--- config.mk ---
export PLATFORM = sky130hd
export DESIGN_NAME = readMux
export DESIGN_NICKNAME = d
export VERILOG_FILES = /design/src/memIoPkg.sv /design/src/readMux.sv
export SDC_FILE = /design/constraint.sdc
export NUM_CORES = 1
export LEC_CHECK = 0
export BUFFER_PORTS_ARGS = -buffer_cell sky130_fd_sc_hd__clkbuf_2
export CORE_AREA = 2 2 85 87
export DETAILED_ROUTE_END_ITERATION = 8
export DIE_AREA = 0 0 87 89
export PLACE_DENSITY = 0.65
export SLEW_MARGIN = 20
export SYNTH_ARGS = -nofsm -noshare
export SYNTH_HDL_FRONTEND = slang
export SYNTH_SLANG_ARGS = --single-unit
--- constraint.sdc ---
create_clock -name vclk -period 1.14
set_input_delay 0.114 -clock vclk [all_inputs]
set_output_delay 0.114 -clock vclk [all_outputs]
set_load 0.01 [all_outputs]
--- src/memIoPkg.sv ---
package memIoPkg;

    ////////////////////
    // Widths
    ////////////////////
    localparam int dataWidth      = 32;
    localparam int ledWidth       = 8;
    localparam int switchWidth    = 8;
    localparam int tubeWidth      = 18;
    localparam int wordIndexWidth = 8;

    localparam int segDigitWidth = 7;
    localparam int segDigits     = 3;
    localparam int segCodeWidth  = segDigits * segDigitWidth; // 21 significant bits.

    ////////////////////
    // Address map
    ////////////////////
    localparam logic [15:0] ioPage = 16'h4000;

    localparam logic [15:0] timerReloadOffset  = 16'h0000;
    localparam logic [15:0] timerCountOffset   = 16'h0004;
    localparam logic [15:0] timerControlOffset = 16'h0008;
    localparam logic [15:0] ledOffset          = 16'h000C;
    localparam logic [15:0] switchOffset       = 16'h0010;
    localparam logic [15:0] tubeOffset         = 16'h0014;

    localparam logic [dataWidth-1:0] segWindowBase  = 32'h0000_0400;
    localparam logic [dataWidth-1:0] segWindowLimit = 32'h0000_0800; // One past the end.

    typedef struct packed {
        logic                      ram;
        logic                      segTable;
        logic                      timerReload;
        logic                      timerCount;
        logic                      timerControl;
        logic                      led;
        logic                      switchIn;
        logic                      tube;
        logic [wordIndexWidth-1:0] wordIndex;
    } accessSel_t;

    typedef union packed {
        struct packed {
            logic [21:0]               pad;
            logic [wordIndexWidth-1:0] wordIndex;
            logic [1:0]                byteOffset;
        } ramView;
        struct packed {
            logic [15:0] page;
            logic [15:0] offset;
        } ioView;
    } busAddr_u;

endpackage

--- src/readMux.sv ---
`timescale 1ns/10ps

module readMux import memIoPkg::*; (
    input  logic                   readEnable,
    input  accessSel_t             sel,
    input  logic [dataWidth-1:0]   ramWord,
    input  logic [dataWidth-1:0]   segWord,
    input  logic [switchWidth-1:0] switchWord,
    input  logic [dataWidth-1:0]   timerReload,
    input  logic [dataWidth-1:0]   timerCount,
    input  logic [dataWidth-1:0]   timerControl,
    output logic [dataWidth-1:0]   readData
);

    always_comb begin
        readData = '0; // Idle and unmapped reads.
        if (readEnable) begin
            if (sel.ram) begin
                readData = ramWord;
            end else if (sel.segTable) begin
                readData = segWord;
            end else if (sel.switchIn) begin
                readData = dataWidth'(switchWord);
            end else if (sel.timerReload) begin
                readData = timerReload;
            end else if (sel.timerCount) begin
                readData = timerCount;
            end else if (sel.timerControl) begin
                readData = timerControl;
            end
        end
    end

endmodule

**Word level (Yosys, flattened, before mapping)**

Cells that the tools add are included.

- Mux-type cells: 7

Operators by type and width:

| cell | count |
|---|---|
| 32-bit two-way mux | 7 |

- Bits in registers: 0
- Output and inout port bits: 32
- Logic and storage cells: 7

**Logic depth before layout (Yosys ltp)**

- Depth after elaboration: 7
- Mapped depth: 6
- Mapped depth without buffers: 3

**Least setup slack after synthesis**

Ideal clock, no wire load.

- Path type: input to output
- Start: input sel[12] (netlist bit)
- End: output readData[11]
- Arrival: 1077 ps
- Data required time: 1026 ps
- Setup slack: -51 ps
- Cell stages on the path: 6
- Path buffers: 3
- Cells stage by stage: buf_6 nor2b_1 buf_2 buf_6 a221oi_2 a211oi_1

- Cells in the longest elaborated chain, start to end: 6

Ends and longest elaborated chain:

| what | RTL line | source |
|---|---|---|
| from (decl) | readMux.sv:5 | `input accessSel_t sel,` |
| 32-bit two-way mux | readMux.sv:26 | `end else if (sel.timerCount) begin` |
| 32-bit two-way mux | readMux.sv:24 | `end else if (sel.timerReload) begin` |
| 32-bit two-way mux | readMux.sv:22 | `end else if (sel.switchIn) begin` |
| 32-bit two-way mux | readMux.sv:20 | `end else if (sel.segTable) begin` |
| 32-bit two-way mux | readMux.sv:18 | `if (sel.ram) begin` |
| 32-bit two-way mux | readMux.sv:17 | `if (readEnable) begin` |
| to (decl) | readMux.sv:12 | `output logic [dataWidth-1:0] readData` |

No other way between the ends.

**Worst setup path after layout**

- Start: input sel[13] (netlist bit)
- End: output readData[13]

- Cells in the longest elaborated chain, start to end: 5

Ends and longest elaborated chain:

| what | RTL line |
|---|---|
| 32-bit two-way mux | readMux.sv:24 |
| 32-bit two-way mux | readMux.sv:22 |
| 32-bit two-way mux | readMux.sv:20 |
| 32-bit two-way mux | readMux.sv:18 |
| 32-bit two-way mux | readMux.sv:17 |

No other way between the ends.

==> results.toml <==
[logic_synthesis]
synth-simple-area-share_pct = 20.7
synth_top_family_by_area = "compound AO/OA/AOI/OAI gates"
synth_xor_area_share_pct = 0
ys_types = 23
synth_fa_ha_area_share_pct = 0
netlist_instances = 230
syn_area_per_cell_um2 = 7.31
synth_area_um2 = 1680
yosys_warnings = 0
muxShareOfSynthArea_pct = 0
synth-compound-area-share_pct = 67.5
seq_area_frac_synth_pct = 0
syn_nets = 415

[critical_path]
required_ns = 1.03
slowest_stage = "or2_4"
critPathKind = "in2out"
worstPathArrival_ns = 1.20
worst_path_most_repeated_cell = "buf_12"
cp_cell_sequence = "buf_12 -> or2_4 -> buf_12 -> a221oi_4 -> a211oi_2 -> buf_2"
cp-end-kind = "primary output"
start_kind = "input pin"
worstPathMaxFanout = 8
cpLargestDelayFamily = "buffers and inverters"
slowest_delay_ns = 0.30
worst-path-stages = 6
path_buf_inv = 3

[global_routing]
grt_pass1_vias = 2826
grt_pass1_wl_um = 13300
antenna_found_initial = 0
grt_use_total_pct = 21.4
grt_remaining_overflow = 0
grt_max_degree = 43

[timing]
setup_ws_ns = -0.170
max_clock_freq_ghz = 0.763
slew_headroom_pct = 78.5
hold_viol = 0
timing.final.crit_share_pct = 115
finalSetupViolCount = 32
fin_crit_ns = 1.31
slew_violations = 0
hold-worst-slack_ns = 0.555
rsz0062_at_grt = "yes"
tightest_slew_ns = 0.322

[place]
hpwl_um = 6860
portBuffers = 207
routabilityCongestion = 0.807
placed_area_um2 = 2950

[power]
peakVddDrop_v = 0.000143
finalPower_uw = 1350
cellPowerDensity_nw_per_um2 = 382
leakagePower_uw = 0.00161

[die]
die_y_um = 89
start_util_pct = 25.0
fp.dieW_um = 87
io_pins = 217
dieArea_um2 = 7740
core_area_um2 = 6720
rows = 30

[drt]
wl_per_cell_um = 18.1
drtAntennaViolNets = 0
vias = 2880
dr.pass1.iters = 5
drt-total-wl_um = 9300
avgViaCountPerCell = 5.60
drt_iter0_markers = 82
drcViolationCount = 0

[cells_and_area]
regArea_um2 = 0
insertedDiodeCount = 0
layout_common_cells = "clkbuf_2, nand2_1, a221oi_1"
seq_cells = 0
final_net_count = 621
area_growth_pct = 111
final.fill_count = 656
final_common_cell = "clkbuf_2"
clkbuf_count = 0
multiInputGateArea_um2 = 1910
drive_gt1_share_pct = 71.2
postLayoutCellArea_um2 = 3540

[job]
cap_violations = 0

[clocking]
holdBufCountCts = 0

[worst_hold_path]
hold_class = "in2out"
holdPathStages = 4

[status]
status = "finished with violations"
violations = "setup timing"
## kinds of logic (layout without fill, tap and decap cells)
| kind of cell | Yosys count | count (layout) |
|---|---|---|
| AOI/OAI and AO/OA | 128 | 128 |
| buffers and inverters | 35 | 239 |
| and+or+nand+nor | 67 | 67 |
## Yosys cell counts
library cell  count  share of area, %
a221oi_1         36                19
nand2_1          34               7.6
nand2b_1         25               9.3
o21ai_0          21               6.3
a221oi_2         20                18
a211oi_1         19               8.5
a22oi_1          14               6.3
buf_2            12               3.6
clkbuf_1         11               2.5
o221ai_1          8               4.2
buf_6             7               4.7
a211oi_2          5               3.7
buf_1             3              0.67
o21ai_1           3              0.89
a211o_1           2               1.0
nor2b_1           2              0.74
or2_1             2              0.74
and2_1            1              0.37
and2b_1           1              0.45
inv_1             1              0.22
inv_2             1              0.22
nor2_2            1              0.37
nor3b_4           1               1.1
## final timing paths
path	from	endpoint	slack, ns
setup / recovery	sel[13]	readData[13]	-0.17
hold / removal	timerControl[30]	readData[30]	0.55
## report_power, final
part	internal, uW	switching, uW	total [uW]
clock network	0	0	0
logic	679	672	1350
registers	0	0	0
## layer usage
metal	GRT usage (%)	routed length, um	up-vias
met1	24.4	3490	1352
met4	2.27	88	0
met3	1.85	639	8
li1	-	-	1367
met5	0	0	-
met2	43.9	5080	153
## stage by stage
step / TNS, ns / worst slack (ns) / std cells / utilization (%)
CTS: -4.02 / -0.159 / 510 / 48.1
detailed placement: -5.73 / -0.252 / 507 / 43.9
global route: -4.87 / -0.204 / 514 / 52.7
finish: -3.32 / -0.170 / 514 / 52.7
floorplan: 0 / 0.0264 / 230 / -
global placement: -5.44 / -0.267 / 507 / 43.9
## what timing repair did
item                                    4_1_cts  5_1_grt
pin swaps                                    19        9
gates cloned                                  2        3
setup buffers                                 1        1
resized for setup                            39       48
endpoints found under the setup margin       32       32
## area by class of cell
type	instances	share of cell area (%)
multi-input cells	195	54.1
repair buffers	237	42.8
well taps	80	2.83
inverters	2	0.318
Note: power is estimated with default switching activity, not from simulation.
