[src/memIoPkg.sv]
package memIoPkg;

    ////////////////////
    // Widths
    ////////////////////
    localparam int dataWidth      = 32;
    localparam int ledWidth       = 8;
    localparam int switchWidth    = 8;
    localparam int tubeWidth      = 18;
    localparam int wordIndexWidth = 8;

    localparam int segDigitWidth = 7;
    localparam int segDigits     = 3;
    localparam int segCodeWidth  = segDigits * segDigitWidth; // 21 significant bits.

    ////////////////////
    // Address map
    ////////////////////
    localparam logic [15:0] ioPage = 16'h4000;

    localparam logic [15:0] timerReloadOffset  = 16'h0000;
    localparam logic [15:0] timerCountOffset   = 16'h0004;
    localparam logic [15:0] timerControlOffset = 16'h0008;
    localparam logic [15:0] ledOffset          = 16'h000C;
    localparam logic [15:0] switchOffset       = 16'h0010;
    localparam logic [15:0] tubeOffset         = 16'h0014;

    localparam logic [dataWidth-1:0] segWindowBase  = 32'h0000_0400;
    localparam logic [dataWidth-1:0] segWindowLimit = 32'h0000_0800; // One past the end.

    typedef struct packed {
        logic                      ram;
        logic                      segTable;
        logic                      timerReload;
        logic                      timerCount;
        logic                      timerControl;
        logic                      led;
        logic                      switchIn;
        logic                      tube;
        logic [wordIndexWidth-1:0] wordIndex;
    } accessSel_t;

    typedef union packed {
        struct packed {
            logic [21:0]               pad;
            logic [wordIndexWidth-1:0] wordIndex;
            logic [1:0]                byteOffset;
        } ramView;
        struct packed {
            logic [15:0] page;
            logic [15:0] offset;
        } ioView;
    } busAddr_u;

endpackage

[src/busDecoder.sv]
`timescale 1ns/10ps

module busDecoder import memIoPkg::*; #(
    parameter int ramDepth = 256
) (
    input  logic [dataWidth-1:0] address,
    output accessSel_t           sel
);

    localparam logic [dataWidth-1:0] ramLimit = dataWidth'(ramDepth * 4);

    busAddr_u busAddr;

    assign busAddr = address;

    always_comb begin
        sel           = '0;
        sel.wordIndex = busAddr.ramView.wordIndex; // Shared by RAM and lookup window.
        if (busAddr.ioView.page == ioPage) begin
            case (busAddr.ioView.offset)
                timerReloadOffset:  sel.timerReload  = 1'b1;
                timerCountOffset:   sel.timerCount   = 1'b1;
                timerControlOffset: sel.timerControl = 1'b1;
                ledOffset:          sel.led          = 1'b1;
                switchOffset:       sel.switchIn     = 1'b1;
                tubeOffset:         sel.tube         = 1'b1;
                default:            sel.ram          = 1'b0; // Unmapped offset.
            endcase
        end else if (address >= segWindowBase && address < segWindowLimit) begin
            sel.segTable = 1'b1;
        end else if (address < segWindowBase && address < ramLimit) begin
            sel.ram = 1'b1;
        end
    end

endmodule

[config.mk]
export PLATFORM = sky130hd
export DESIGN_NAME = busDecoder
export DESIGN_NICKNAME = d
export VERILOG_FILES = /design/src/memIoPkg.sv /design/src/busDecoder.sv
export SDC_FILE = /design/constraint.sdc
export NUM_CORES = 1
export LEC_CHECK = 0
export BUFFER_PORTS_ARGS = -buffer_cell sky130_fd_sc_hd__buf_2
export CAP_MARGIN = 20
export CORE_AREA = 3 3 40 42
export DETAILED_ROUTE_END_ITERATION = 7
export DIE_AREA = 0 0 43 45
export PLACE_DENSITY = 0.66
export SETUP_SLACK_MARGIN = 0.5
export SLEW_MARGIN = 20
export SYNTH_ARGS = -nofsm -noshare
export SYNTH_HDL_FRONTEND = slang
export SYNTH_SLANG_ARGS = --single-unit
export TNS_END_PERCENT = 5
[constraint.sdc]
create_clock -name vclk -period 0.93
set_input_delay 0.0465 -clock vclk [all_inputs]
set_output_delay 0.0465 -clock vclk [all_outputs]
set_load 0.01 [all_outputs]
# Yosys cells after proc, flatten, opt, wreduce, memory -nomap -nowiden
# Index checks and enable logic that the tools add are counted.
classes:
  add_sub_neg: 0
  multipliers: 0
  n_div: 0
  order_cmp: 3
  eq_ne: 6
  shifts: 0
  n_mux: 12
  bitwise_logic: 0
  reduce_logical: 2
ops:
  columns: ["operator", "count"]
  rows:
  - ["$eq 16x4->1 const B", 2]
  - ["$eq 16x5->1 const B", 2]
  - ["$ge 32x11->1 const B", 1]
  - ["$lt 32x11->1 const B", 1]
  - ["$lt 32x12->1 const B", 1]
  - ["$eq 16x15->1 const B", 1]
  - ["$eq 16x3->1 const B", 1]
  - ["$logic_not 16->1", 1]
  - ["$mux 1", 11]
  - ["$mux 6", 1]
  - ["$logic_and 1x1->1", 1]
word_totals:
  reg_bits: 0
  latchBits: 0
  ram_bits: 0
  mem_bits_ro: 0
  output_inout_bits: 16
  elab_cells: 23
  n_memories: 0

# Longest topological paths before layout
logic_depth:
  word_depth: 4
  mapped_depth: 3
  mapped_depth_nobuf: 3

# Least setup slack after synthesis
# Ideal clock, no wire load.
synth_path:
  path_type: "in2out"
  start: "input port address[18]"
  end: "output port sel[14] in the netlist's numbering"
  arrival_ps: 1035
  required_time_ps: 883
  setup_slack_ps: -151
  cell_stages: 2
  n_path_buf: 0
  cell_sequence: "or4_1 > nor4_1"
synth_lines:
  columns: ["element", "line_no", "text"]
  rows:
  - ["start: declaration", "busDecoder.sv:6", "input logic [dataWidth-1:0] address,"]
  - ["end: declaration", "busDecoder.sv:7", "output accessSel_t sel"]

==> results.md <==
* Hold EP: sel[2]
* Initial DRT Pass Iterations at 4
* Top Ports at 48
* First-pass GRT wire length at 1790 um
* Dpl ws at -0.312 ns
* Status: finished, violations left
* Slew Viols, Final at 0
* Top cell type's share of synthesized area at 22.1%
* Element type at the critical path end: output pin
* Post-DRT Antenna Nets at 0
* Most common library cells after synthesis: buf_4 (8), nor4_1 (6), nor3_1 (5), nand2_1 (3), nor4_4 (3)
* Hpwl dp at 979 um
* Final core utilization at 60.4%
* Fillers at 115
* Leakage at 0.366 nW
* Least-Margin Pin Slew at between 0.3 and 0.4 ns
* Crit-path max cell delay at 0.57 ns
* Sequential cell area fraction in the yosys report at 0%
* DIE AREA at 1940 um^2
* RSZ-0062 raised after global routing: true
* Area leader, netlist: nor4_4
* Antenna diode instance count at 0
* Area contributors post-synth: nor4_4 (22%), buf_4 (21%), nor4_1 (13%)
* Slowest CP cell: or4_4
* Crit share post-route at 128%
* RD Place Congestion at 0.638
* Hold path startpoint: address[4]
* Syn Inst Count at 38
* Pint at around 0.13 mW
* Startpoint Class: primary input
* Via density at 4.76
* Arr. time, crit path at about 1.1 ns
* Fmax at ~840 MHz
* Mapped Area at 289 um^2
* Hold buffer count at cts at 0
* Worst hold path cell count at 2
* Nets at 121
* Seq cells at 0
* Crit-path cells: buf_8 > or4_4 > nor4_4 > buf_2
* Peak VDD IR at 0.160 mV
* Vias in the first global route at 459
* P_sw at just under 0.1 mW
* DRC at 0
* WP data required at between 0.8 and 0.9 ns
* Syn Nets at 70
* Vias post-DR at 486
* Share of cells above drive strength 1 at between 80% and 90%
* Core Region at 1280 um^2
* First DRT Iteration DRCs at 5
* Pwr Density at slightly below 300 nW/um^2
* Failing checks: negative setup slack
* # Max-Cap Violations at 0
* Total routed wirelength at 1110 um
* Final hold viol count at 0
* Levels on crit path at 4
* Port-buffer cells at 48
* Buf/Inv on CP at 2
* Combinational share of power at 100.0%
* Pin count of the biggest net entering global routing at 7
* CP Max Fanout at 2
* Area of the multi-input gates at approximately 380 um^2
* Layout overhead on the synthesized area at 168%
* Max-slew headroom at roughly 78%
* Reg power frac at 0%
* Mean Syn Cell Area at 7.61 um^2
* Site Rows at 13
* Congestion Overflow GR at 0
* Sw Share at 43.9%
* Fin crit period at 1.19 ns
* Yosys warning total at 0
* Clock Power Share at 0%
* All-Layer GR Usage at 11.2%
* Initial Util at roughly 22%
* Count leader, synth: buf_4
* # setup viols final at 8
* Clock buffer count at 0
* CP Class: in -> out
* Hold Path Class: in -> out
* Die H at 45 um
* Routed len/inst at 10.8 um
* Worst Setup Slack, final at -0.257 ns
* Register area at 0 um^2
* Post-synth cell types at 14
* Initial antenna violation count at 0
* Die Wd at 43 um
* Crit-path leading delay family: simple AND/OR/NAND/NOR gates
==> layout make-up <==
type | instances | area share, %
multi-input cells | 30 | 49.4
repair buffers | 57 | 48.2
well taps | 15 | 2.42
==> cells by family (layout without fill, tap and decap cells) <==
logic type    count (synthesis)  count (layout)  synth area share (%)
buf+inv                       8              57                  20.8
simple gates                 30              30                  79.2
==> worst max path at each step <==
stage                      from       to
floorplan           address[18]  sel[14]
global placement    address[18]  sel[10]
detailed placement  address[18]  sel[11]
CTS                 address[23]  sel[15]
global route        address[15]  sel[11]
finish              address[23]  sel[15]
==> metrics by stage <==
step	power [mW]	hold slack [ns]	cell area (um^2)	TNS (ns)	instances
after floorplan	0.0724	0.119	399	-0.104	38
after detailed placement	0.176	0.304	636	-2.14	98
after CTS	0.204	0.306	704	-1.86	100
after global routing	0.245	0.329	776	-2.38	102
after global placement	0.173	0.302	636	-2.00	98
final	0.226	0.312	776	-1.82	102
==> placed cells by master, fill, tap and decap left out, drive strengths merged <==
cell / netlist / routed
nor4: 9 / 9
nor3: 5 / 5
nand2b: 2 / 2
buf: 8 / 57
nand4: 3 / 3
nand2: 3 / 3
nand3: 2 / 2
nand3b: 1 / 1
nor4b: 1 / 1
nor2b: 1 / 1
nor2: 2 / 2
or4: 1 / 1
==> per-layer routing <==
layer / vias to the layer above / GRT usage, % / part of all wire, %
met5: - / 0 / 0
met4: 0 / 0 / 0
met1: 222 / 12.1 / 33
met2: 24 / 25.1 / 58
met3: 0 / 0 / 8.3
li1: 240 / - / -
==> power by group through the flow <==
stage	clock network (mW)	registers, mW	logic [mW]
detailed placement	0	0	0.176
finish	0	0	0.226
CTS	0	0	0.204
global placement	0	0	0.173
global route	0	0	0.245
floorplan	0	0	0.0724
==> repair_timing <==
action	in CTS	in global routing
pin swaps	2	9
setup endpoints to repair	8	8
setup buffers	2	2
resized for setup	9	9
Power figures use the tool's default switching activity.
