### src/memIoPkg.sv
package memIoPkg;

    ////////////////////
    // Widths
    ////////////////////
    localparam int dataWidth      = 32;
    localparam int ledWidth       = 8;
    localparam int switchWidth    = 8;
    localparam int tubeWidth      = 18;
    localparam int wordIndexWidth = 8;

    localparam int segDigitWidth = 7;
    localparam int segDigits     = 3;
    localparam int segCodeWidth  = segDigits * segDigitWidth; // 21 significant bits.

    ////////////////////
    // Address map
    ////////////////////
    localparam logic [15:0] ioPage = 16'h4000;

    localparam logic [15:0] timerReloadOffset  = 16'h0000;
    localparam logic [15:0] timerCountOffset   = 16'h0004;
    localparam logic [15:0] timerControlOffset = 16'h0008;
    localparam logic [15:0] ledOffset          = 16'h000C;
    localparam logic [15:0] switchOffset       = 16'h0010;
    localparam logic [15:0] tubeOffset         = 16'h0014;

    localparam logic [dataWidth-1:0] segWindowBase  = 32'h0000_0400;
    localparam logic [dataWidth-1:0] segWindowLimit = 32'h0000_0800; // One past the end.

    typedef struct packed {
        logic                      ram;
        logic                      segTable;
        logic                      timerReload;
        logic                      timerCount;
        logic                      timerControl;
        logic                      led;
        logic                      switchIn;
        logic                      tube;
        logic [wordIndexWidth-1:0] wordIndex;
    } accessSel_t;

    typedef union packed {
        struct packed {
            logic [21:0]               pad;
            logic [wordIndexWidth-1:0] wordIndex;
            logic [1:0]                byteOffset;
        } ramView;
        struct packed {
            logic [15:0] page;
            logic [15:0] offset;
        } ioView;
    } busAddr_u;

endpackage

### src/ioRegisters.sv
`timescale 1ns/10ps

module ioRegisters import memIoPkg::*; (
    input  logic                   clk,
    input  logic                   reset,
    input  logic                   writeEnable,
    input  accessSel_t             sel,
    input  logic [dataWidth-1:0]   writeData,
    input  logic [switchWidth-1:0] switch,
    output logic [ledWidth-1:0]    led,
    output logic [tubeWidth-1:0]   tube,
    output logic [switchWidth-1:0] switchWord
);

    ////////////////////
    // Output registers
    ////////////////////
    always_ff @(posedge clk or posedge reset) begin
        if (reset) begin
            led  <= '0;
            tube <= '0;
        end else if (writeEnable) begin
            if (sel.led) begin
                led <= writeData[ledWidth-1:0]; // Low bits only.
            end
            if (sel.tube) begin
                tube <= writeData[tubeWidth-1:0];
            end
        end
    end

    ////////////////////
    // Switch input
    ////////////////////
    always_ff @(posedge clk or posedge reset) begin
        if (reset) begin
            switchWord <= '0;
        end else begin
            switchWord <= switch; // One cycle behind the pins.
        end
    end

endmodule

### config.mk
export PLATFORM = sky130hd
export DESIGN_NAME = ioRegisters
export DESIGN_NICKNAME = d
export VERILOG_FILES = /design/src/memIoPkg.sv /design/src/ioRegisters.sv
export SDC_FILE = /design/constraint.sdc
export NUM_CORES = 1
export LEC_CHECK = 0
export ABC_CLOCK_PERIOD_IN_PS = 1100
export BUFFER_PORTS_ARGS = -buffer_cell sky130_fd_sc_hd__clkbuf_2
export CAP_MARGIN = 40
export CELL_PAD_IN_SITES_DETAIL_PLACEMENT = 0
export CELL_PAD_IN_SITES_GLOBAL_PLACEMENT = 1
export CORE_UTILIZATION = 29
export DETAILED_ROUTE_END_ITERATION = 12
export GPL_TIMING_DRIVEN = 0
export PLACE_DENSITY_LB_ADDON = 0.1
export RECOVER_POWER = 50
export SKIP_LAST_GASP = 1
export SYNTH_ARGS = -nofsm -noshare
export SYNTH_HDL_FRONTEND = slang
export SYNTH_SLANG_ARGS = --single-unit
### constraint.sdc
create_clock -name clk -period 1.1 [get_ports clk]
set_clock_uncertainty 0.05 [all_clocks]
set_input_delay 0.22 -clock clk [delete_from_list [all_inputs] [get_ports clk]]
set_output_delay 0.22 -clock clk [all_outputs]
set_load 0.03 [all_outputs]
## After elaboration in Yosys (flattened, before gate mapping)

Index checks and enable logic that the tools add are counted.

- Bits of input ports: 59
- Output and inout bits: 34
- Register bits: 34

- Reductions and logical operators: 2

Operators by type and width:

| kind | count |
|---|---|
| $reduce_and 2->1 | 2 |

## Longest topological paths before layout

- Word-level depth: 1
- Depth in mapped cells: 3
- Mapped depth without buffers: 2

## Worst setup path after synthesis

No wires, ideal clock.

- Kind: input-to-reg
- Start: input port sel[8] in the netlist's numbering
- End: register tube[0]
- Path slack: 0.162 ns
- Data required time: 0.925 ns
- Stages on the path: 3
- Data arrival time: 0.763 ns
- Setup time: 0.125 ns
- Cell sequence: nand2_4 > buf_12 > mux2_4

- Longest elaborated chain between the ends: 1

RTL lines:

| element | line | RTL |
|---|---|---|
| start: declaration | ioRegisters.sv:7 | `input accessSel_t sel,` |
| $reduce_and 2->1 (no line) | - |  |
| end signal: assignment | ioRegisters.sv:27 | `tube <= writeData[tubeWidth-1:0];` |
| end: declaration | ioRegisters.sv:11 | `output logic [tubeWidth-1:0] tube,` |

Every way passes these cells.
A chain may end at the register's enable or synchronous reset.

## Worst setup path in the final report

- Start: register led[1]
- End: output port led[1]

RTL lines:

| element | line | RTL |
|---|---|---|
| start: declaration | ioRegisters.sv:10 | `output logic [ledWidth-1:0] led,` |
| start signal: assignment | ioRegisters.sv:24 | `led <= writeData[ledWidth-1:0];` |

No word-level cell between the ends.

==> run summary <==
Outcome: complete, but fails checks
Failing checks: hold timing
Syn Inst Count: 64
Antenna violations before repair: 0
Num CTS Buffers: 5
Critical path type: reg2out
Fin. Hold Viols: 13
Pin count of the biggest net entering global routing: 22
Beginning of the critical path: led[1]$_DFFE_PP0P_
Layout cells sized above 1: 71.4%
CORE AREA: 4030 sq um
Top cell type's share of synthesized area: 69.6%
Syn_nets: 123
Nets@finish: 212
MaxCap Viol Count: 0
CP Max Fanout: 2
Met2 wire length: 1.48 mm
P per Cell Area: 1680 nW/um^2
Hold Crit Class: in2async
Worst IR Drop VDD: 978 uV
CP endpoint kind: primary output
Final min period: 1100 ps
Vias per cell: 4.21
Critical path's slowest cell: dfrtp_1
Syn Area/Cell: 19.1 sq um
WP buf/inv: 1
Worst Path Arrival: 830 ps
Total grt overflow: 0
Wire per inst: 13.0 microns
Mapped Area: 1220 sq um
Fin cells: 204
Overall power: 0.00362 W
RSZ-0062 raised after global routing: true
Via count: 859
Die area: 4480 sq um
Root Buffer: clkbuf_8
Register area share after synthesis: 69.6%
Crit Reg-Reg Startpoint: tube[2]$_DFFE_PP0P_
Yosys cell types: 7
Initial Util: 30.3%
Iter 0 DRT Violations: 33
First-pass GRT wire length: 4.20 mm
Worst-Margin Slew: 531 ps
TritonRoute pass-1 iters: 3
Met1 WL: 991 microns
Hold Slack: -95.4 ps
Clk slew on worst S/H paths: 70 ps
Max Root-Sink Buffers: 2
# port buffers: 64
Worst path cell trace: buf_8
Worst-Skew Late Latency: 270 ps
Ant diodes: 0
Num rows: 23
Routed wl met3: 158 microns
Leading area contributor after synthesis: dfrtp_1
Hold Buf Count CTS: 8
Post-placement cell count: 179
Crit path max-delay family: flip-flops
Post-synthesis register bit count: 34
Leakage Power: 1.07 nW
Routability cong.: 0.611
Total GRT Usage: 13.3%
TritonCTS Sinks: 34
Die H: 66.9 microns
Die width: 66.9 microns
Leading cell types by total area after synthesis: dfrtp_1, mux2_2, mux2_4
Critical Path Start Type: flop
Slowest stage delay, CP: 410 ps
Fmax: 909 MHz
Slew headroom: 64.6%
Tcrit/Tclk final: 100%
Max Used Layer: met4
Yosys warns: 0
Setup violations, final: 0
I/O pins: 93
H-tree levels: 2
Placed wire-length estimate: 1.80 mm
WL final: 2.65 mm
CTS tree: built
Final ANT Viol Nets: 0
Drt drc: 0
Area delta synth->final: 76.8%
Req. time, crit path: 830 ps
Vias in the first global route: 930
Slew Limit Fails: 0
## kinds of logic (layout without fill, tap and decap cells)
family / count (synthesis) / after routing / synth area share (%)
and+or+nand+nor: 2 / 2 / 1.43
muxes: 26 / 26 / 27.0
buffers and inverters: 2 / 92 / 1.94
DFF: 34 / 34 / 69.6
## final cells by class
type | instances | area, sq um
repair buffers | 82 | 785
clock inverters | 1 | 5.00
inverters | 1 | 3.75
clock buffers | 7 | 86.3
multi-input cells | 28 | 348
plain buffers | 1 | 20.0
well taps | 50 | 62.6
flip-flops and latches | 34 | 851
fillers | 356 | 1870
## synth_stat cells
cell type / number
dfrtp_1: 34
buf_12: 1
inv_1: 1
nand2_2: 1
mux2_2: 16
nand2_4: 1
mux2_4: 10
## through the flow
step / setup TNS, ps / instance area, sq um / utilization, % / worst slack, ps
global route: -672 / 2160 / 53.6 / -40.1
CTS: -184 / 2090 / 51.8 / -22.5
finish: 0 / 2160 / 53.6 / 0.383
detailed placement: -400 / 1630 / 40.5 / -47.1
floorplan: 0 / 1220 / - / 82.5
global placement: -12080 / 1610 / 39.8 / -345
## per-layer routing
| layer | track usage [%] | vias up |
|---|---|---|
| met5 | 0 | - |
| met4 | 4.79 | 0 |
| met2 | 23.4 | 32 |
| met1 | 13.7 | 427 |
| met3 | 6.34 | 2 |
| li1 | - | 398 |
## sequential cells by signal, indices dropped and copies added (netlist names)
name / cells
switchWord: 8
tube: 18
led: 8
## where the power goes
group	total [W]	internal [W]	switching [W]
Combinational	0.00117	0.000663	0.000506
Clock	0.000911	0.000504	0.000407
Sequential	0.00154	0.00141	0.000135
## final timing paths
| kind | to | slack [ps] | cells past startpoint |
|---|---|---|---|
| worst max-delay path | led[1] | 0.4 | 1 |
| worst min-delay path | tube[9]$_DFFE_PP0P_ | -100 | 2 |
| worst max register to register | tube[2]$_DFFE_PP0P_ | 30 | 3 |
| worst min register to register | tube[12]$_DFFE_PP0P_ | 500 | 1 |
| max in group asynchronous | tube[17]$_DFFE_PP0P_ | 220 | 3 |
| min in group clk | tube[12]$_DFFE_PP0P_ | 120 | 2 |
## repair_timing
item                                    CTS  global route
pin swaps                                 0             0
hold endpoints to repair                 21            13
setup buffers                             5             4
endpoints found under the setup margin   28            34
gates resized for setup                  56            49
## cell usage in the layout (no fill, tap or decap), drive strengths merged
master	n
dlygate4sd3	8
clkinv	1
nand2	2
clkbuf	38
buf	44
dfrtp	34
inv	1
mux2	26
(Power assumes the default switching activity.)
