==> config.mk <==
export PLATFORM = sky130hd
export DESIGN_NAME = intervalTimer
export DESIGN_NICKNAME = d
export VERILOG_FILES = /design/src/memIoPkg.sv /design/src/intervalTimer.sv
export SDC_FILE = /design/constraint.sdc
export NUM_CORES = 1
export LEC_CHECK = 0
export ABC_AREA = 1
export ABC_CLOCK_PERIOD_IN_PS = 6900
export BUFFER_PORTS_ARGS = -buffer_cell sky130_fd_sc_hd__buf_2
export CORE_MARGIN = 3
export CORE_UTILIZATION = 54
export CTS_BUF_LIST = sky130_fd_sc_hd__clkbuf_16
export CTS_CLUSTER_DIAMETER = 150
export DETAILED_ROUTE_END_ITERATION = 8
export PLACE_DENSITY_LB_ADDON = 0.25
export SYNTH_ARGS = -nofsm -noshare
export SYNTH_HDL_FRONTEND = slang
export SYNTH_SLANG_ARGS = --single-unit
==> constraint.sdc <==
create_clock -name clk -period 6.9 [get_ports clk]
set_clock_uncertainty 0.1 [all_clocks]
set_input_delay 1.38 -clock clk [delete_from_list [all_inputs] [get_ports clk]]
set_output_delay 1.38 -clock clk [all_outputs]
set_load 0.03 [all_outputs]
==> src/memIoPkg.sv <==
package memIoPkg;

    ////////////////////
    // Widths
    ////////////////////
    localparam int dataWidth      = 32;
    localparam int ledWidth       = 8;
    localparam int switchWidth    = 8;
    localparam int tubeWidth      = 18;
    localparam int wordIndexWidth = 8;

    localparam int segDigitWidth = 7;
    localparam int segDigits     = 3;
    localparam int segCodeWidth  = segDigits * segDigitWidth; // 21 significant bits.

    ////////////////////
    // Address map
    ////////////////////
    localparam logic [15:0] ioPage = 16'h4000;

    localparam logic [15:0] timerReloadOffset  = 16'h0000;
    localparam logic [15:0] timerCountOffset   = 16'h0004;
    localparam logic [15:0] timerControlOffset = 16'h0008;
    localparam logic [15:0] ledOffset          = 16'h000C;
    localparam logic [15:0] switchOffset       = 16'h0010;
    localparam logic [15:0] tubeOffset         = 16'h0014;

    localparam logic [dataWidth-1:0] segWindowBase  = 32'h0000_0400;
    localparam logic [dataWidth-1:0] segWindowLimit = 32'h0000_0800; // One past the end.

    typedef struct packed {
        logic                      ram;
        logic                      segTable;
        logic                      timerReload;
        logic                      timerCount;
        logic                      timerControl;
        logic                      led;
        logic                      switchIn;
        logic                      tube;
        logic [wordIndexWidth-1:0] wordIndex;
    } accessSel_t;

    typedef union packed {
        struct packed {
            logic [21:0]               pad;
            logic [wordIndexWidth-1:0] wordIndex;
            logic [1:0]                byteOffset;
        } ramView;
        struct packed {
            logic [15:0] page;
            logic [15:0] offset;
        } ioView;
    } busAddr_u;

endpackage

==> src/intervalTimer.sv <==
`timescale 1ns/10ps

module intervalTimer import memIoPkg::*; (
    input  logic                 clk,
    input  logic                 reset,
    input  logic                 writeEnable,
    input  accessSel_t           sel,
    input  logic [dataWidth-1:0] writeData,
    output logic [dataWidth-1:0] timerReload,
    output logic [dataWidth-1:0] timerCount,
    output logic [dataWidth-1:0] timerControl,
    output logic                 timerIrq
);

    logic enable;
    logic irqEnable;
    logic irqFlag;

    always_ff @(posedge clk or posedge reset) begin
        if (reset) begin
            timerReload <= '0;
            timerCount  <= '0;
            enable      <= 1'b0;
            irqEnable   <= 1'b0;
            irqFlag     <= 1'b0;
        end else begin
            if (writeEnable && sel.timerReload) begin
                timerReload <= writeData;
            end
            if (writeEnable && sel.timerControl) begin
                enable     <= writeData[0];
                irqEnable  <= writeData[1];
                irqFlag    <= 1'b0; // Any control write acknowledges.
                timerCount <= timerReload; // Restart from reload.
            end else if (enable) begin
                if (timerCount == '1) begin
                    timerCount <= timerReload; // Wrap.
                    if (irqEnable) begin
                        irqFlag <= 1'b1;
                    end
                end else begin
                    timerCount <= timerCount + 1'b1;
                end
            end
        end
    end

    // Flag at bit 2, irqEnable and enable below.
    assign timerControl = {{(dataWidth - 3){1'b0}}, irqFlag, irqEnable, enable};
    assign timerIrq     = irqFlag;

endmodule

[Word-level counts from Yosys, hierarchy flattened]
Index checks and enable logic that the tools add are counted.
Cells by class
  add/subtract/negate cells: 1
  multipliers: 0
  div/mod/pow operators: 0
  magnitude comparators: 0
  equal/unequal tests: 1
  shifts and indexed selects: 0
  mux-type cells: 7
  bitwise gates (word level): 0
  reductions and logical operators: 6
Operators with widths (number)
  $mux W32: 3
  $add A32 B1 Y32 const B: 1
  $eq A32 B32 Y1 const B: 1
  $reduce_bool A2 Y1: 3
  $mux W1: 4
  $reduce_and A3 Y1: 1
  $logic_and A1 B1 Y1: 2
Word-level totals
  flip-flop bits (word level): 67
  latch bits: 0
  memory bits (writable): 0
  bits in read-only memories: 0
  output and inout port bits: 97
  word-level logic and storage cells: 20
  memories: 0

[Depth between registers and ports, before layout]
Gate-level depths: netlist (run 1).
  word-level depth: 4
  depth in mapped cells: 12

[Worst setup path before layout (run 1)]
Ideal clock, no wire load.
  path type: input-to-reg
  from: input port writeEnable
  to: register timerCount[10]
  setup time: 0.125 ns
  data arrival time: 2.224 ns
  setup slack: 4.451 ns
  stages: 6
  buffers on the path: 2
  path through: nand2_1 > nand2_1 > buf_2 > buf_2 > nand3_1 > nand3_1
Between the ends
  cells in the longest elaborated chain, start to end: 2
  elaborated cells on any way between the ends: 3
  classes of those cells: mux: 1; reduce/logical: 2
RTL lines
  start: declaration: line intervalTimer.sv:6  | input logic writeEnable,
  $logic_and A1 B1 Y1 *: line intervalTimer.sv:30  | if (writeEnable && sel.timerControl) begin
  $mux W32 / $reduce_bool A2 Y1 (equally long branches)
  end signal: assignment: line intervalTimer.sv:34  | timerCount <= timerReload;
  end signal: assignment: line intervalTimer.sv:37  | timerCount <= timerReload;
  end signal: assignment: line intervalTimer.sv:42  | timerCount <= timerCount + 1'b1;
  end: declaration: line intervalTimer.sv:10  | output logic [dataWidth-1:0] timerCount,
Mark *: on every way between the ends. The rest lies on a longest branch, timed or not.
A chain may end at the register's enable or synchronous reset.

[Worst setup path in the final report (run 1)]
  from: input port writeEnable
  to: register timerCount[31]
The elaborated chain is that of the path after synthesis.

==> run metrics, run 1 <==
drt wl/cell=around 15 um; Final Util=0.675; Clk pwr share=0.287; crit start category=input port; syn avg cell area=about 8.1 um^2; Max Fclk=roughly 0.37 GHz; Max Transition Viols Final=0; worst-case clock buffer depth=2; Worst-path clk slew=about 0.050 ns; DP HPWL=about 7.5 mm; status=complete, no violations; die width=between 90 and 100 um; Total Nets Final=~650; ant diodes=0; switching pwr=~640 uW; Worst Setup End Kind=flip-flop; Data required, critical path=slightly above 7 ns; CP Max Fanout=30; Vias/cell=5.15; # DRC=0; Max-Cap Viols=0; part of the cycle the worst path needs=0.390; worst setup path end=timerCount[31]; DIE AREA=about 8500 um^2; layout cells sized above 1=0.276; Filler Cells Inserted=619; post-route ant nets=0; Main synth FF type=dfrtp_1; setup tns final=0 ns; Multi-input gate area=~2000 um^2; YS warnings=0; via count=about 3,600; GRT Total Usage=0.247; sw frac=0.412; worst-margin pin slew=0.970 ns; area of the core=roughly 7000 um^2; Pre-antenna DRT Iters=5; reg2reg end=timerCount[16]; Worst path max stage delay=roughly 0.72 ns; Seq pwr share=0.378; Setup Crit Path Kind=in -> reg; first-pass GRT wire length=16.5 mm; critical path depth=8; worst r2r src=timerCount[0]; Worst path top cell family by delay=buffers and inverters; initial antenna violation count=0; Post-Synthesis Cells=494; Area growth syn-to-layout=17.9%; starting density of the core=0.572; hold-fix buffers at CTS=0; Die H=a little over 90 um; maximum vdd drop=approximately 0.00022 V; most frequent cell after synthesis=nand2_1; clk_lat worst skew=between 0.3 and 0.4 ns; minimum clock period=roughly 2.7 ns; Num CTS Buffers=9; GPL Wtd Cong=0.896; post-cts resize count=0; Leak=2.44 nW; Slowest-stage cell, CP=inv_1; CP most frequent cell=nand2_1; library cells used by synthesis=28; CTS tree=done; reg2reg setup slack=4.70 ns; WP buf/inv=3; Post-Route WL=10.1 mm; CP arrival=2.85 ns; gr ovfl total=0; top cells by count, synth=155 x nand2_1, 67 x dfrtp_1, 65 x nand3_1, 42 x nor2_1, 32 x buf_4; Top Ports=around 150; Slew headroom=0.352; top cells by area, synth=dfrtp_1 42%, nand2_1 15%, nand3_1 8.1%; number of global-route vias before repair=3,373; largest net degree at the start of global routing=68; register area share after synthesis=0.420; FFs w/ async S/R, synth=1.00; share of the synthesized area in the top cell type=0.420; P_int=910 uW; number of synthesized flops with an enable pin=0; H-tree depth=3; Yosys reg bits=67; unrepaired setup endpoints after global routing=no; critical path launch point=writeEnable; Root Buffer=clkbuf_16; power per standard cell area=between 300 and 400 nW/um^2; Logic pwr share=0.335; row count=30; cell taking the most area after synthesis=dfrtp_1; Mapped Area=4000 um^2; worst hold path class=reg -> reg; Finish-stage setup viols=0; Critical Path, Cell by Cell=buf_2 -> nand2_1 -> nand2_1 -> inv_1 -> nand2_1 -> nand2_1 -> inv_1 -> nand2_1; Hold Violations, Final=0; setup bufs post-CTS=0; I/O Buffers=between 100 and 150; clk sinks=67; Register Area=1680 um^2; Reg2Reg Depth=10; Iteration-0 DRC Markers=between 200 and 300
## kinds of logic after synthesis
| logic type | Yosys count | share of synthesized area |
|---|---|---|
| adder cells (fa/ha/maj) | 1 | 0.00313 |
| flip-flops | 67 | 0.420 |
| buffers and inverters | 76 | 0.113 |
| XOR/XNOR | 16 | 0.0351 |
| AND/OR/NAND/NOR | 295 | 0.338 |
| other | 1 | 0.000938 |
| multiplexers | 27 | 0.0761 |
| AO/OA/AOI/OAI | 11 | 0.0147 |
## worst register-to-register path: cells and delay by family, from the launching register on
family | cells | cell delay [ns]
DFF | 1 | 0.42
adders and majority gates | 1 | 0.27
buffers and inverters | 1 | 0.13
and+or+nand+nor | 8 | 1.22
## state kept, by name (all words and copies together), names as in the netlist
| signal | count |
|---|---|
| timerCount | 32 |
| timerReload | 32 |
| enable | 1 |
| irqEnable | 1 |
| timerIrq | 1 |
## metrics by stage
step                power [mW]  instances  hold slack, ns  worst slack (ns)  cell area (um^2)
global placement          1.09        678           0.396              3.92              4420
detailed placement        1.11        678           0.414              3.89              4420
finish                    1.55        694           0.423              4.21              4710
CTS                       1.55        694           0.427              4.23              4710
floorplan                0.964        522           0.395              3.74              4100
global route              1.63        694           0.459              4.04              4710
## how the worst min path moves through the flow
stage / from / to / slack, ns / cells after the start
4_1_cts: timerReload[17] / timerReload[17] / 0.43 / 1
3_5_place_dp: timerReload[17] / timerReload[17] / 0.41 / 1
5_1_grt: timerReload[6] / timerReload[6] / 0.46 / 2
6_report: timerReload[17] / timerReload[17] / 0.42 / 1
3_3_place_gp: timerReload[1] / timerReload[1] / 0.40 / 2
2_1_floorplan: irqEnable / irqEnable / 0.40 / 2
## cell usage in the layout (no fill, tap or decap), types with 2 or more instances in the layout
| master | count |
|---|---|
| conb_1 | 29 |
| buf_4 | 3 |
| o21ai_1 | 3 |
| mux2_2 | 27 |
| nand2_1 | 155 |
| nand4_1 | 3 |
| nand3_2 | 3 |
| xnor2_1 | 6 |
| dfrtp_1 | 67 |
| nor2_4 | 3 |
| nand2_4 | 2 |
| buf_2 | 104 |
| nand2_2 | 2 |
| inv_1 | 31 |
| a21oi_1 | 4 |
| nand3_1 | 65 |
| o21ai_0 | 3 |
| nand3b_1 | 13 |
| xor2_1 | 10 |
| nor2_1 | 42 |
| nor2_2 | 4 |
| clkbuf_16 | 9 |
## layer usage
metal  GRT usage  wire length [um]
met1       0.346              4450
met2       0.381              4690
met3      0.0533               762
met4      0.0817               204
met5           0                 0
## layout make-up
type                       count  area share
timing repair buffer         107       0.115
clock inverter                 7      0.0133
clock buffer                   9      0.0478
inverter                      29      0.0231
sequential                    67       0.356
tap                           96      0.0255
multi-input combinational    379       0.419
## power groups by stage
stage | Combinational (mW) | Clock (mW) | Sequential, mW
floorplan | 0.235 | 0 | 0.729
global placement | 0.510 | 0 | 0.583
detailed placement | 0.520 | 0 | 0.588
CTS | 0.523 | 0.446 | 0.582
global route | 0.560 | 0.465 | 0.600
finish | 0.519 | 0.444 | 0.585
No activity file was read; power rests on OpenSTA's default activity.
==> inputs of run 2 (changes only) <==
--- a/config.mk
+++ b/config.mk
@@ -6,10 +6,10 @@
 export NUM_CORES = 1
 export LEC_CHECK = 0
 export ABC_AREA = 1
-export ABC_CLOCK_PERIOD_IN_PS = 6900
+export ABC_CLOCK_PERIOD_IN_PS = 2500
 export BUFFER_PORTS_ARGS = -buffer_cell sky130_fd_sc_hd__buf_2
 export CORE_MARGIN = 3
-export CORE_UTILIZATION = 54
+export CORE_UTILIZATION = 50
 export CTS_BUF_LIST = sky130_fd_sc_hd__clkbuf_16
 export CTS_CLUSTER_DIAMETER = 150
 export DETAILED_ROUTE_END_ITERATION = 8
==> constraint.sdc (replaced) <==
create_clock -name clk -period 2.5 [get_ports clk]
set_clock_uncertainty 0.1 [all_clocks]
set_input_delay 0.5 -clock clk [delete_from_list [all_inputs] [get_ports clk]]
set_output_delay 0.5 -clock clk [all_outputs]
set_load 0.03 [all_outputs]
==> run 2 against run 1 <==
Sequential power grew to 2.8 times the previous value. Combinational power rose to 2.8 times the previous value. Sequential share of layout area fell by 0.68 points. Hold slack lost 0.30 ns. Final area rose by 1.9%. Core utilization shrank 3.3 points. Wire length grew 0.28%. Non-clock buffer count grew 5. Critical path depth rose by 3. Final cell count increased by 1.2%. Largest cell class unchanged.
==> run metrics, run 2 (same netlist as run 1, synthesis figures left out) <==
Multi-input gate area=1970 um^2; area of the core=between 7000 and 8000 um^2; CP Max Fanout=33; minimum clock period=roughly 2.1 ns; grt peak-use layer=met2; Worst Setup End Kind=flip-flop; Num CTS Buffers=9; Register Area=1680 um^2; Worst path max stage delay=0.39 ns; Post-Route WL=~10 mm; number of global-route vias before repair=between 3,000 and 4,000; part of the cycle the worst path needs=0.854; Slew headroom=0.611; layout cells sized above 1=0.287; status=complete, no violations; commonest non-fill, non-tap cell in the layout=nand2_1; Max Transition Viols Final=0; Vias/cell=a little over 5; met3 GRT Util=0.0592; most frequent cells in the layout=155 x nand2_1, 104 x buf_2, 67 x dfrtp_1, 65 x nand3_1, 42 x nor2_1; Total Nets Final=650; Setup Crit Path Kind=reg -> reg; setup tns final=0 ns; worst-case clock buffer depth=2; post-route ant nets=0; row count=31; clk sinks=67; crit start category=flip-flop; Max Fclk=0.468 GHz; Iteration-0 DRC Markers=between 300 and 400; maximum vdd drop=0.000556 V; Data required, critical path=2.61 ns; initial antenna violation count=0; post-cts resize count=0; Pre-antenna DRT Iters=6; CP arrival=roughly 2.3 ns; Slowest-stage cell, CP=dfrtp_1; CTS tree=done; unrepaired setup endpoints after global routing=no; M2 GR Usage=0.360; Root Buffer=clkbuf_16; gr ovfl total=0; I/O Buffers=104; Hold Violations, Final=0; via count=3,563; Finish-stage setup viols=0; Top Registers=timerCount: 32 flops, timerReload: 32 flops; clk_lat worst skew=roughly 0.33 ns; DIE AREA=around 9100 um^2; Cells after DPL=686; Leak=roughly 2.5 nW; worst hold path class=in -> async; DP HPWL=~7.6 mm; GPL Wtd Cong=0.911; Filler Cells Inserted=663; # DRC=0; met1 Use GR=0.333; hold-fix buffers at CTS=0; Top Ports=around 150; WP buf/inv=2; final hold slack=0.121 ns; setup bufs post-CTS=0; drt wl/cell=between 10 and 15 um; Die H=between 90 and 100 um; ant diodes=0; worst-margin pin slew=approximately 0.58 ns; Critical Path, Cell by Cell=ha_1 -> inv_1 -> nor2_4 -> nand2_4 -> nor2_8 -> nand2_4 -> nand2_8 -> nor2_4 -> buf_4 -> nand2_1 -> nand3_1; Final Non-Filler Cells=702; Worst path top cell family by delay=simple AND/OR/NAND/NOR gates; first-pass GRT wire length=between 15 and 20 mm; starting density of the core=0.534; power per standard cell area=just over 900 nW/um^2; largest net degree at the start of global routing=38; Area growth syn-to-layout=20.2%; Worst-path clk slew=approximately 0.060 ns; GRT Total Usage=0.237; Max-Cap Viols=0; H-tree depth=3; die width=roughly 95 um
-- run 2: changes by cell type in the layout (fill, tap and decap cells not counted) --
cell        change
buf_4           +4
inv_1           -3
inv_6           +2
buf_12          +1
bufinv_16       +1
clkinv_4        +1
clkinvlp_4      -1
-- run 2: final timing paths --
| kind | from | to | slack (ns) | cells past startpoint |
|---|---|---|---|---|
| worst max register to register | timerCount[0] | timerCount[18] | 0.36 | 11 |
| worst min register to register | timerReload[0] | timerReload[0] | 0.42 | 2 |
| min in group clk | writeData[30] | timerReload[30] | 0.29 | 2 |
| max in group asynchronous | reset | timerCount[18] | 1.56 | 3 |
| worst max-delay path | timerCount[0] | timerCount[18] | 0.36 | 11 |
| worst min-delay path | reset | timerReload[4] | 0.12 | 2 |
-- run 2: final cells by class --
cell class / instances / share of cell area
multi-input combinational: 379 / 0.411
sequential: 67 / 0.349
timing repair buffer: 112 / 0.124
clock buffer: 9 / 0.0469
tap: 99 / 0.0258
inverter: 29 / 0.0227
clock inverter: 7 / 0.0208
-- run 2: power by group --
group	switching, mW	internal (mW)	total, mW
clock network	0.509	0.881	1.39
logic	0.999	0.448	1.45
registers	0.293	1.31	1.61
total	1.80	2.64	4.44
-- run 2: stage by stage --
| step | cell area [um^2] | worst slack, ns | total power [mW] | utilization |
|---|---|---|---|---|
| 2_1_floorplan | 4100 | 0.217 | 2.66 | - |
| 3_3_place_gp | 4480 | 0.412 | 3.04 | 0.598 |
| 3_5_place_dp | 4480 | 0.379 | 3.07 | 0.598 |
| 4_1_cts | 4800 | 0.366 | 4.47 | 0.641 |
| 5_1_grt | 4800 | 0.236 | 4.68 | 0.641 |
| 6_report | 4800 | 0.364 | 4.44 | 0.641 |
-- run 2: routing by layer --
metal	routed length [um]	share of wire
met1	4460	0.44
met2	4670	0.46
met3	924	0.091
met4	82	0.0081
met5	0	0
-- run 2: worst reg2reg max path: stages, from the launching register on --
cell     delay, ns
dfrtp_1       0.39
ha_1          0.25
inv_1         0.10
nor2_4        0.18
nand2_4       0.11
nor2_8        0.17
nand2_4       0.09
nand2_8       0.19
nor2_4        0.04
buf_4         0.22
nand2_1       0.11
nand3_1       0.06
